--- src/rtl/fp_mul_pkg.sv ---
`default_nettype none

package fp_mul_pkg;

    // IEEE 754 single precision word
    typedef struct packed {
        logic        sign;
        logic [7:0]  exp;
        logic [22:0] frc;
    } fp32_t;

    // Rounding modes, codes 5 to 7 fall back to RNE
    typedef enum logic [2:0] {
        RNE = 3'd0,
        RTZ = 3'd1,
        RDN = 3'd2,
        RUP = 3'd3,
        RMM = 3'd4
    } rnd_mode_e;

    // Exception flags as seen at the status register, zer is bit 4
    typedef struct packed {
        logic zer;
        logic inf;
        logic nan;
        logic ovrf;
        logic udrf;
    } fp_flags_t;

    // Word addresses on the bus
    localparam logic [2:0] ADDR_X     = 3'd0;
    localparam logic [2:0] ADDR_Y     = 3'd1;
    localparam logic [2:0] ADDR_MODE  = 3'd2;
    localparam logic [2:0] ADDR_Z     = 3'd3;
    localparam logic [2:0] ADDR_FLAGS = 3'd4;

    localparam logic signed [9:0] EXP_BIAS = 10'sd127;
    // Canonical quiet NaN
    localparam logic [31:0] QNAN = 32'h7fc00000;

endpackage

`default_nettype wire
--- src/rtl/fp_mul_if.sv ---
`timescale 1ns/1ps
`default_nettype none

interface fp_mul_if;

    // Operand classes from the product stage
    logic x_sub, x_inf, x_nan, x_zer;
    logic y_sub, y_inf, y_nan, y_zer;
    logic                  sign_z;
    // Sum of the biased exponents, bias not yet removed
    logic signed [9:0]     exp_sum;
    logic [47:0]           frc_z_full;
    // Normalized mantissa with guard and sticky
    logic [26:0]           frc_z_norm;
    logic                  norm_n;
    // Rounded fields and exceptions
    logic [22:0]           frc_z;
    logic                  norm_r;
    logic [7:0]            exp_z;
    fp_mul_pkg::fp_flags_t flags;

    modport mul (
        output x_sub, x_inf, x_nan, x_zer, y_sub, y_inf, y_nan, y_zer,
        output sign_z, exp_sum, frc_z_full
    );

    modport norm (input frc_z_full, output frc_z_norm, norm_n);

    modport rnd (
        input  x_sub, x_inf, x_nan, x_zer, y_sub, y_inf, y_nan, y_zer,
        input  sign_z, exp_sum, frc_z_norm, norm_n,
        output frc_z, norm_r, exp_z, flags
    );

    modport monitor (
        input x_sub, x_inf, x_nan, x_zer, y_sub, y_inf, y_nan, y_zer,
        input sign_z, exp_sum, frc_z_full, frc_z_norm, norm_n,
        input frc_z, norm_r, exp_z, flags
    );

endinterface

`default_nettype wire

--- src/rtl/fp_mul_top.sv ---
`timescale 1ns/1ps
`default_nettype none

module fp_mul_top (
    input  logic        clk,
    input  logic        arst_n,
    input  logic        wb_cyc,
    input  logic        wb_stb,
    input  logic        wb_we,
    input  logic [2:0]  wb_adr,
    input  logic [31:0] wb_dat_w,
    output logic [31:0] wb_dat_r,
    output logic        wb_ack
);

    fp_mul_pkg::fp32_t     x_q, y_q, fp_z;
    fp_mul_pkg::rnd_mode_e mode_q;
    fp_mul_pkg::fp_flags_t flags;

    // Stage signals shared by the datapath and the checker
    fp_mul_if stage_if ();

    // Register file and bus side
    fp_mul_wb u_wb (
        .clk      (clk),
        .arst_n   (arst_n),
        .cyc      (wb_cyc),
        .stb      (wb_stb),
        .we       (wb_we),
        .adr      (wb_adr),
        .dat_w    (wb_dat_w),
        .dat_r    (wb_dat_r),
        .ack      (wb_ack),
        .x        (x_q),
        .y        (y_q),
        .mode     (mode_q),
        .z_in     (fp_z),
        .flags_in (flags)
    );

    // Combinational datapath, product then normalize then round
    fp_mant_mul u_mant_mul (.fp_x(x_q), .fp_y(y_q), .mul(stage_if));

    fp_norm u_norm (.mul(stage_if));

    fp_round_exp u_round_exp (.mode(mode_q), .rnd(stage_if), .fp_z(fp_z), .flags(flags));

    fp_mul_checker u_checker (
        .clk    (clk),
        .arst_n (arst_n),
        .fp_x   (x_q),
        .fp_y   (y_q),
        .fp_z   (fp_z),
        .mode   (mode_q),
        .mon    (stage_if)
    );

endmodule

`default_nettype wire

--- src/rtl/fp_mul_wb.sv ---
`timescale 1ns/1ps
`default_nettype none

module fp_mul_wb (
    input  logic                  clk,
    input  logic                  arst_n,
    input  logic                  cyc,
    input  logic                  stb,
    input  logic                  we,
    input  logic [2:0]            adr,
    input  logic [31:0]           dat_w,
    output logic [31:0]           dat_r,
    output logic                  ack,
    output fp_mul_pkg::fp32_t     x,
    output fp_mul_pkg::fp32_t     y,
    output fp_mul_pkg::rnd_mode_e mode,
    input  fp_mul_pkg::fp32_t     z_in,
    input  fp_mul_pkg::fp_flags_t flags_in
);

    fp_mul_pkg::fp32_t     x_q, y_q, z_q;
    fp_mul_pkg::rnd_mode_e mode_q;
    fp_mul_pkg::fp_flags_t flags_q;
    logic                  wr_en;

    // Write lands on the edge that raises ack, once per cycle
    assign wr_en = cyc & stb & we & ~ack;

    always_ff @(posedge clk or negedge arst_n) begin
        if (!arst_n) begin
            ack     <= 1'b0;
            x_q     <= '0;
            y_q     <= '0;
            mode_q  <= fp_mul_pkg::RNE;
            z_q     <= '0;
            flags_q <= '0;
        end else begin
            // Held while stb stays high, drops the cycle after
            ack     <= cyc & stb;
            // Result follows the operands one edge later
            z_q     <= z_in;
            flags_q <= flags_in;
            if (wr_en) begin
                case (adr)
                    fp_mul_pkg::ADDR_X:    x_q    <= dat_w;
                    fp_mul_pkg::ADDR_Y:    y_q    <= dat_w;
                    fp_mul_pkg::ADDR_MODE: mode_q <= fp_mul_pkg::rnd_mode_e'(dat_w[2:0]);
                    // Result and status are read only
                    default: ;
                endcase
            end
        end
    end

    // Read mux, unmapped words read as zero
    always_comb begin
        case (adr)
            fp_mul_pkg::ADDR_X:     dat_r = x_q;
            fp_mul_pkg::ADDR_Y:     dat_r = y_q;
            fp_mul_pkg::ADDR_MODE:  dat_r = {29'd0, mode_q};
            fp_mul_pkg::ADDR_Z:     dat_r = z_q;
            fp_mul_pkg::ADDR_FLAGS: dat_r = {27'd0, flags_q};
            default:                dat_r = 32'd0;
        endcase
    end

    assign x    = x_q;
    assign y    = y_q;
    assign mode = mode_q;

endmodule

`default_nettype wire

--- src/rtl/fp_mul_checker.sv ---
`timescale 1ns/1ps
`default_nettype none

module fp_mul_checker (
    input  logic                  clk,
    input  logic                  arst_n,
    input  fp_mul_pkg::fp32_t     fp_x,
    input  fp_mul_pkg::fp32_t     fp_y,
    input  fp_mul_pkg::fp32_t     fp_z,
    input  fp_mul_pkg::rnd_mode_e mode,
    fp_mul_if.monitor             mon
);

    // Classes as {sub, inf, nan, zer}
    logic [3:0]        x_cls, y_cls;
    logic              ops_normal;
    logic [47:0]       prod_ref, shift_ref;
    logic              g, s, inexact;
    logic [23:0]       base, rne_r, rdn_r, rup_r, rmm_r;
    logic signed [9:0] sum_ref, exp_ref;
    logic              ovrf_ref, udrf_ref, nan_ref, inf_ref, zer_ref;

    always_comb begin
        x_cls = {~|fp_x.exp & |fp_x.frc, &fp_x.exp & ~|fp_x.frc,
                 &fp_x.exp & |fp_x.frc, ~|fp_x.exp & ~|fp_x.frc};
        y_cls = {~|fp_y.exp & |fp_y.frc, &fp_y.exp & ~|fp_y.frc,
                 &fp_y.exp & |fp_y.frc, ~|fp_y.exp & ~|fp_y.frc};
        ops_normal = ~|x_cls & ~|y_cls;
        prod_ref  = {1'b1, fp_x.frc} * {1'b1, fp_y.frc};
        shift_ref = mon.frc_z_full[47] ? mon.frc_z_full : {mon.frc_z_full[46:0], 1'b0};
        // Candidate roundings built from the normalized stage
        g       = mon.frc_z_norm[2];
        s       = |mon.frc_z_norm[1:0];
        inexact = g | s;
        base    = {1'b0, mon.frc_z_norm[25:3]};
        rne_r   = base + {23'd0, g & (s | mon.frc_z_norm[3])};
        rdn_r   = base + {23'd0, inexact & mon.sign_z};
        rup_r   = base + {23'd0, inexact & ~mon.sign_z};
        rmm_r   = base + {23'd0, g};
        sum_ref = $signed({2'b00, fp_x.exp}) + $signed({2'b00, fp_y.exp});
        exp_ref = sum_ref - fp_mul_pkg::EXP_BIAS
                + $signed({9'd0, mon.norm_n}) + $signed({9'd0, mon.norm_r});
        ovrf_ref = ops_normal & (exp_ref >= 10'sd255);
        udrf_ref = ops_normal & (exp_ref <= 10'sd0);
        nan_ref  = x_cls[1] | y_cls[1] | (x_cls[2] & (y_cls[3] | y_cls[0]))
                 | (y_cls[2] & (x_cls[3] | x_cls[0]));
        inf_ref  = ~nan_ref & (x_cls[2] | y_cls[2] | ovrf_ref);
        zer_ref  = ~nan_ref & ~inf_ref & (x_cls[3] | x_cls[0] | y_cls[3] | y_cls[0] | udrf_ref);
    end
endmodule

`default_nettype wire

--- src/rtl/fp_round_exp.sv ---
`timescale 1ns/1ps
`default_nettype none

module fp_round_exp (
    input  fp_mul_pkg::rnd_mode_e mode,
    fp_mul_if.rnd                 rnd,
    output fp_mul_pkg::fp32_t     fp_z,
    output fp_mul_pkg::fp_flags_t flags
);

    logic              lsb, guard, sticky, inexact;
    logic              inc;
    logic              ops_normal;
    logic signed [9:0] exp_full;
    fp_mul_pkg::fp_flags_t flg;

    // lsb of the kept fraction, guard below it, rest is sticky
    assign lsb     = rnd.frc_z_norm[3];
    assign guard   = rnd.frc_z_norm[2];
    assign sticky  = |rnd.frc_z_norm[1:0];
    assign inexact = guard | sticky;

    always_comb begin
        case (mode)
            fp_mul_pkg::RTZ: inc = 1'b0;
            // Directed modes bump only when moving away from zero
            fp_mul_pkg::RDN: inc = inexact & rnd.sign_z;
            fp_mul_pkg::RUP: inc = inexact & ~rnd.sign_z;
            // Ties away from zero
            fp_mul_pkg::RMM: inc = guard;
            // RNE and the unused codes, ties go to even
            default:         inc = guard & (sticky | lsb);
        endcase
    end

    // Carry out means 1.11..1 rolled over to 10.0, fraction wraps to zero
    assign {rnd.norm_r, rnd.frc_z} = {1'b0, rnd.frc_z_norm[25:3]} + {23'd0, inc};

    assign exp_full = rnd.exp_sum - fp_mul_pkg::EXP_BIAS
                    + $signed({9'd0, rnd.norm_n}) + $signed({9'd0, rnd.norm_r});
    assign rnd.exp_z = exp_full[7:0];

    // Range flags only make sense when both operands are normal
    assign ops_normal = ~(rnd.x_sub | rnd.x_inf | rnd.x_nan | rnd.x_zer)
                      & ~(rnd.y_sub | rnd.y_inf | rnd.y_nan | rnd.y_zer);

    always_comb begin
        flg.ovrf = ops_normal & (exp_full >= 10'sd255);
        flg.udrf = ops_normal & (exp_full <= 10'sd0);
        // NaN in, or inf times a zero (subnormals count as zero)
        flg.nan  = rnd.x_nan | rnd.y_nan
                 | (rnd.x_inf & (rnd.y_zer | rnd.y_sub))
                 | (rnd.y_inf & (rnd.x_zer | rnd.x_sub));
        flg.inf  = ~flg.nan & (rnd.x_inf | rnd.y_inf | flg.ovrf);
        flg.zer  = ~flg.nan & ~flg.inf
                 & (rnd.x_zer | rnd.x_sub | rnd.y_zer | rnd.y_sub | flg.udrf);
    end

    assign flags     = flg;
    assign rnd.flags = flg;

    // Pack by priority NaN, inf, zero, normal
    always_comb begin
        if (flg.nan) begin
            fp_z = fp_mul_pkg::QNAN;
        end else if (flg.inf) begin
            fp_z = {rnd.sign_z, 8'hff, 23'd0};
        end else if (flg.zer) begin
            fp_z = {rnd.sign_z, 31'd0};
        end else begin
            fp_z = {rnd.sign_z, rnd.exp_z, rnd.frc_z};
        end
    end

endmodule

`default_nettype wire

--- src/rtl/fp_norm.sv ---
`timescale 1ns/1ps
`default_nettype none

module fp_norm (
    fp_mul_if.norm mul
);

    logic [47:0] frc_shift;

    // Product of two 1.x mantissas lies in [1, 4)
    // Bit 47 set means the product is 2 or more and stays put
    assign mul.norm_n = mul.frc_z_full[47];

    always_comb begin
        if (mul.frc_z_full[47]) begin
            frc_shift = mul.frc_z_full;
        end else begin
            frc_shift = {mul.frc_z_full[46:0], 1'b0};
        end
    end

    // Leading one, 23 fraction bits, guard, round bit
    // Everything below collapses into sticky
    assign mul.frc_z_norm = {frc_shift[47:22], |frc_shift[21:0]};

endmodule

`default_nettype wire

--- src/rtl/fp_mant_mul.sv ---
`timescale 1ns/1ps
`default_nettype none

module fp_mant_mul (
    input  fp_mul_pkg::fp32_t fp_x,
    input  fp_mul_pkg::fp32_t fp_y,
    fp_mul_if.mul             mul
);

    logic x_exp_max, y_exp_max;
    logic x_exp_min, y_exp_min;
    logic x_frc_nz, y_frc_nz;

    // Exponent all ones marks inf or NaN, all zeros marks zero or subnormal
    assign x_exp_max = &fp_x.exp;
    assign y_exp_max = &fp_y.exp;
    assign x_exp_min = ~|fp_x.exp;
    assign y_exp_min = ~|fp_y.exp;
    assign x_frc_nz  = |fp_x.frc;
    assign y_frc_nz  = |fp_y.frc;

    // Operand classes
    assign mul.x_zer = x_exp_min & ~x_frc_nz;
    assign mul.x_sub = x_exp_min & x_frc_nz;
    assign mul.x_inf = x_exp_max & ~x_frc_nz;
    assign mul.x_nan = x_exp_max & x_frc_nz;
    assign mul.y_zer = y_exp_min & ~y_frc_nz;
    assign mul.y_sub = y_exp_min & y_frc_nz;
    assign mul.y_inf = y_exp_max & ~y_frc_nz;
    assign mul.y_nan = y_exp_max & y_frc_nz;

    assign mul.sign_z = fp_x.sign ^ fp_y.sign;

    // Biased sum, range 0 to 510
    assign mul.exp_sum = $signed({2'b00, fp_x.exp}) + $signed({2'b00, fp_y.exp});

    // Hidden one always set, subnormals are flushed later
    assign mul.frc_z_full = {1'b1, fp_x.frc} * {1'b1, fp_y.frc};

endmodule

`default_nettype wire

--- config.mk ---
export PLATFORM = sky130hd
export DESIGN_NAME = fp_mul_top
export DESIGN_NICKNAME = d
export VERILOG_FILES = /design/src/rtl/fp_mul_pkg.sv /design/src/rtl/fp_mul_if.sv /design/src/rtl/fp_mul_top.sv /design/src/rtl/fp_mul_wb.sv /design/src/rtl/fp_mul_checker.sv /design/src/rtl/fp_round_exp.sv /design/src/rtl/fp_norm.sv /design/src/rtl/fp_mant_mul.sv
export SDC_FILE = /design/constraint.sdc
export NUM_CORES = 2
export LEC_CHECK = 0
export ABC_CLOCK_PERIOD_IN_PS = 13760
export BUFFER_PORTS_ARGS = -buffer_cell sky130_fd_sc_hd__buf_4
export CAP_MARGIN = 20
export CORE_ASPECT_RATIO = 1.2
export CORE_MARGIN = 5
export CORE_UTILIZATION = 54
export CTS_BUF_LIST = sky130_fd_sc_hd__clkbuf_16
export DETAILED_ROUTE_END_ITERATION = 12
export PLACE_DENSITY = 0.82
export RECOVER_POWER = 100
export SYNTH_ARGS = -nofsm -noshare
export SYNTH_HDL_FRONTEND = slang
export SYNTH_SLANG_ARGS = --single-unit
--- constraint.sdc ---
create_clock -name clk -period 13.76 [get_ports clk]
set_input_delay 1.376 -clock clk [delete_from_list [all_inputs] [get_ports clk]]
set_output_delay 1.376 -clock clk [all_outputs]
set_load 0.01 [all_outputs]
# After elaboration in Yosys (flattened, before gate mapping)
# Cells that the tools add are included.
totals:
  ff_bits: 105
  input_bits: 40
  wordCells: 100
op_classes:
  n_addsub: 5
  multipliers: 1
  order_cmp: 2
  eq_ne: 8
  muxes: 6
  n_bitwise: 49
  reduce_logical: 13
op_table:
  columns: ["operator", "n"]
  rows:
  - ["$pmux 32 s5", 1]
  - ["$reduce_or 23->1", 3]
  - ["$mux 31", 2]
  - ["$mul 24x24->48", 1]
  - ["$mux 47", 1]
  - ["$mux 32", 1]
  - ["$add 23x1->24", 1]
  - ["$and 1x1->1", 22]
  - ["$add 10x2->10", 2]
  - ["$or 1x1->1", 18]
  - ["$reduce_and 8->1", 2]
  - ["$reduce_or 8->1", 2]
  - ["$eq 3x2->1 const B", 4]
  - ["$ge 10x9->1 const B", 1]
  - ["$le 10x1->1 const B", 1]
  - ["$sub 10x8->10 const B", 1]
  - ["$add 8x8->9", 1]
  - ["$not 1->1", 8]
  - ["$eq 3x1->1 const B", 2]
  - ["$eq 3x3->1 const B", 2]
  - ["$reduce_and 2->1", 3]
  - ["$pmux 1 s4", 1]
  - ["$logic_not 3->1", 1]
  - ["$logic_not 1->1", 2]
  - ["$xor 1x1->1", 1]

# Logic depth before layout (Yosys ltp)
depth:
  word_depth: 18
  ltp_mapped: 50
  mapped_depth_nobuf: 48

# By module
# A second synthesis with hierarchy kept.
hier_totals:
  hier_cells: 2784
  area_unflattened_um2: 25448.2
modules_own_cells:
  columns: ["module", "n_inst", "cells_each", "area_each_um2", "seq_area_each_um2"]
  rows:
  - ["fp_mant_mul", 1, 2216, 19276.0, 0.0]
  - ["fp_mul_wb", 1, 334, 4480.5, 2627.5]
  - ["fp_round_exp", 1, 197, 1310.0, 0.0]
  - ["fp_norm", 1, 37, 381.6, 0.0]

# Worst setup path before layout
# Ideal clock, no wire load.
synth_timing:
  path_type: "register to register"
  from: "register u_wb.y[3] (netlist name)"
  to: "register u_wb.z_q[4] (netlist bit)"
  t_arrival_ns: 11.121
  path_slack_ns: 2.491
  path_stages_with_launch: 49
  synth_period_minus_slack_ns: 11.269
  path_cell_list: "dfrtp_1 > clkbuf_1 > clkbuf_1 > nand2_1 > fa_1 > inv_1 > fa_1 > inv_1 > fa_1 > inv_1 > fa_1 > inv_1 > fa_1 > inv_1 > fa_1 > inv_1 > fa_1 > inv_1 > (+13 left out) > and4_1 > o21a_1 > nand3_2 > nor2_1 > nand3_1 > fa_1 > fa_1 > nor2b_1 > o21ai_0 > nand2b_1 > xnor2_1 > or4_1 > nor3_1 > nand3b_1 > a211o_1 > nand4_1 > clkbuf_1 > nor3_1"
synth_lines:
  columns: ["element", "line", "source"]
  rows:
  - ["to (signal assigned)", "fp_mul_wb.sv:41", "z_q <= z_in;"]
  - ["to (decl)", "fp_mul_wb.sv:21", "fp_mul_pkg::fp32_t x_q, y_q, z_q;"]

==> impl_metrics.yaml <==
global_routing:
  antenna_found_initial: 1
  overflow: 0
  grt_pass1_wl_um: 122000
  grt_pass1_vias: 22500
  grt_usage: 0.309
  grt_max_degree: 64
die:
  die_area_um2: 51000
  die_y_um: 246
  ios: 73
  start_util: 0.546
  rows: 86
  die_w_um: 207
  core_um2: 46100
critical_path:
  cp_slowest_cell: "dfrtp_1"
  max_stage_delay_ps: 950
  cp-start-kind: "register"
  arrival_ps: 13180
  cp_data_required_time_ps: 13930
  crit_fanout: 25
  crit_top_cell: "fa_1"
  crit_type: "register to register"
  end_kind: "register"
timing:
  skew_ps: 10.7
  hold_violations: 0
  fin_crit_sh: 0.946
  min_period_ps: 13010
  maxSlewViolCount: 232
  grt_setup_unrepaired: "false"
  setup_viol: 0
  slew-limit-headroom: -1.46
  tns_ps: 0
  tightestPinTransition_ps: 3690
  fmax_ghz: 0.0769
routing:
  first_pass_iters: 6
  drc_errors: 0
  vias_per_cell: 6.01
  routed_wl_um: 78800
  drt_iter0_drc: 1906
  ant_nets: 0
  wl_per_cell_um: 23.1
  vias: 20500
outcome:
  violations: "capacitance limit, slew limit"
  status: "finished, violations left"
placement:
  place_congestion: 1.03
  dp_hpwl_um: 61300
  placed_area_um2: 26300
  port_buffers: 72
  place_inst: 3396
clock_network:
  cts_setup_buffers: 0
  ctsHoldBuffers: 0
  root_buffer: "clkbuf_16"
  cts_resized: 0
  cts_buffers: 9
  ctsHtreeMaxLevel: 3
  clkTransAtPathRegs_ps: 70
  clock_sinks: 105
  clock_path_buffers: 2
  clk_latency_ps: 380
  tritoncts: "built"
synth:
  synth_compound_area_frac: 0.0806
  yosysMostFrequentCell: "inv_1"
  synth-xor-area-share: 0.0226
  synthFlopType: "dfrtp_1"
  synth_nets: 3521
  synth.top_cell.area_share: 0.385
  ys_types: 75
  yosys-top-cells-count: "inv_1 (571), fa_1 (484), nand2_1 (367)"
  synth_top_family_by_area: "adder cells"
  synth-simple-area-share: 0.165
  async_reset_ff_frac: 1.00
  synth_fa_ha_area_frac: 0.479
  ys_ff_latch: 105
  synth_edf_count: 0
  yosysWarnings: 0
  syn_inst: 2807
  ys_seq_area_frac: 0.104
  synth.avg_cell_area_um2: 8.97
  yosysTopAreaCell: "fa_1"
  synthMuxAreaShare: 0.0401
  synth.area.top_cells: "fa_1 (38%), dfrtp_1 (10%), ha_1 (9.4%), inv_1 (8.5%), and2_1 (5.7%)"
  synth_area_um2: 25200
layout:
  area_growth_pct: 5.51
  final_core_util: 0.577
  drive_gt1_frac: 0.0718
  fin_area_um2: 26600
  final_cells: 3416
  layout.nets: 3508
hold_path:
  hold_path.class: "register to register"
flow_run:
  maxCapViolCount: 5
==> final timing paths <==
path                                   startpoint                      to  slack, ps  cells past startpoint
setup / recovery           u_wb.y[16]$_DFFE_PN0P_  u_wb.z_q[27]$_DFF_PN0_        750                     41
hold / removal             u_wb.y[21]$_DFFE_PN0P_  u_wb.y[21]$_DFFE_PN0P_        510                      1
setup reg to reg           u_wb.y[16]$_DFFE_PN0P_  u_wb.z_q[27]$_DFF_PN0_        750                     41
hold reg to reg            u_wb.y[21]$_DFFE_PN0P_  u_wb.y[21]$_DFFE_PN0P_        510                      1
max in group asynchronous                  arst_n  u_wb.z_q[15]$_DFF_PN0_       7610                      2
min in group asynchronous                  arst_n  u_wb.y[27]$_DFFE_PN0P_       1710                      1
==> metal layers <==
layer | vias up | global-route usage | share of wire
met3 | 425 | 0.0638 | 0.094
li1 | 8626 | - | -
met2 | 1250 | 0.528 | 0.48
met1 | 10200 | 0.338 | 0.33
met5 | - | 0 | 0.00016
met4 | 2 | 0.234 | 0.095
==> stage by stage <==
stage               hold slack [ps]  setup WS [ps]
floorplan                       520           2490
global route                    539            118
global placement                488           1400
detailed placement              497           1160
finish                          515            749
CTS                             514           1090
==> worst max-delay path: cells and delay by family, from the launching register on <==
| kind | cells | cell delay [ps] |
|---|---|---|
| flip-flops | 1 | 950 |
| AO/OA/AOI/OAI | 14 | 3540 |
| AND/OR/NAND/NOR | 10 | 1710 |
| XOR/XNOR | 1 | 200 |
| adder cells (fa/ha/maj) | 11 | 5180 |
| buffers and inverters | 5 | 1200 |
==> cells in the final DEF, fill, tap and decap left out, drive strengths merged, types with 24 or more instances in the layout <==
cell      n
a21o     30
a21oi    67
a22oi    30
and2    231
buf      84
clkbuf   47
dfrtp   105
fa      484
ha      190
inv     574
mux2     78
nand2   367
nor2    126
nor4     24
o21ai    63
xnor2    38
xor2     27
==> kinds of logic after synthesis <==
group	Yosys count
AO/OA/AOI/OAI	293
XOR/XNOR	65
adder cells (fa/ha/maj)	674
buffers and inverters	722
flip-flops	105
multiplexers	91
AND/OR/NAND/NOR	857
==> registers in the layout, indices dropped and copies added (netlist names) <==
register / cells
u_wb.ack: 1
u_wb.flags_q: 5
u_wb.mode: 3
u_wb.x: 32
u_wb.y: 32
u_wb.z_q: 32
==> final cells by class <==
| cell class | count | area [µm²] |
|---|---|---|
| multi-input combinational | 1980 | 19800 |
| fill | 3997 | 19500 |
| sequential | 105 | 2630 |
| inverter | 576 | 2160 |
| timing repair buffer | 122 | 875 |
| tap | 616 | 771 |
| clock buffer | 9 | 225 |
| clock inverter | 7 | 76.3 |
| antenna | 1 | 2.50 |
Power is left out: the tool's default activity adds up to more than one toggle a clock period on the data nets, which glitch-free logic cannot reach.
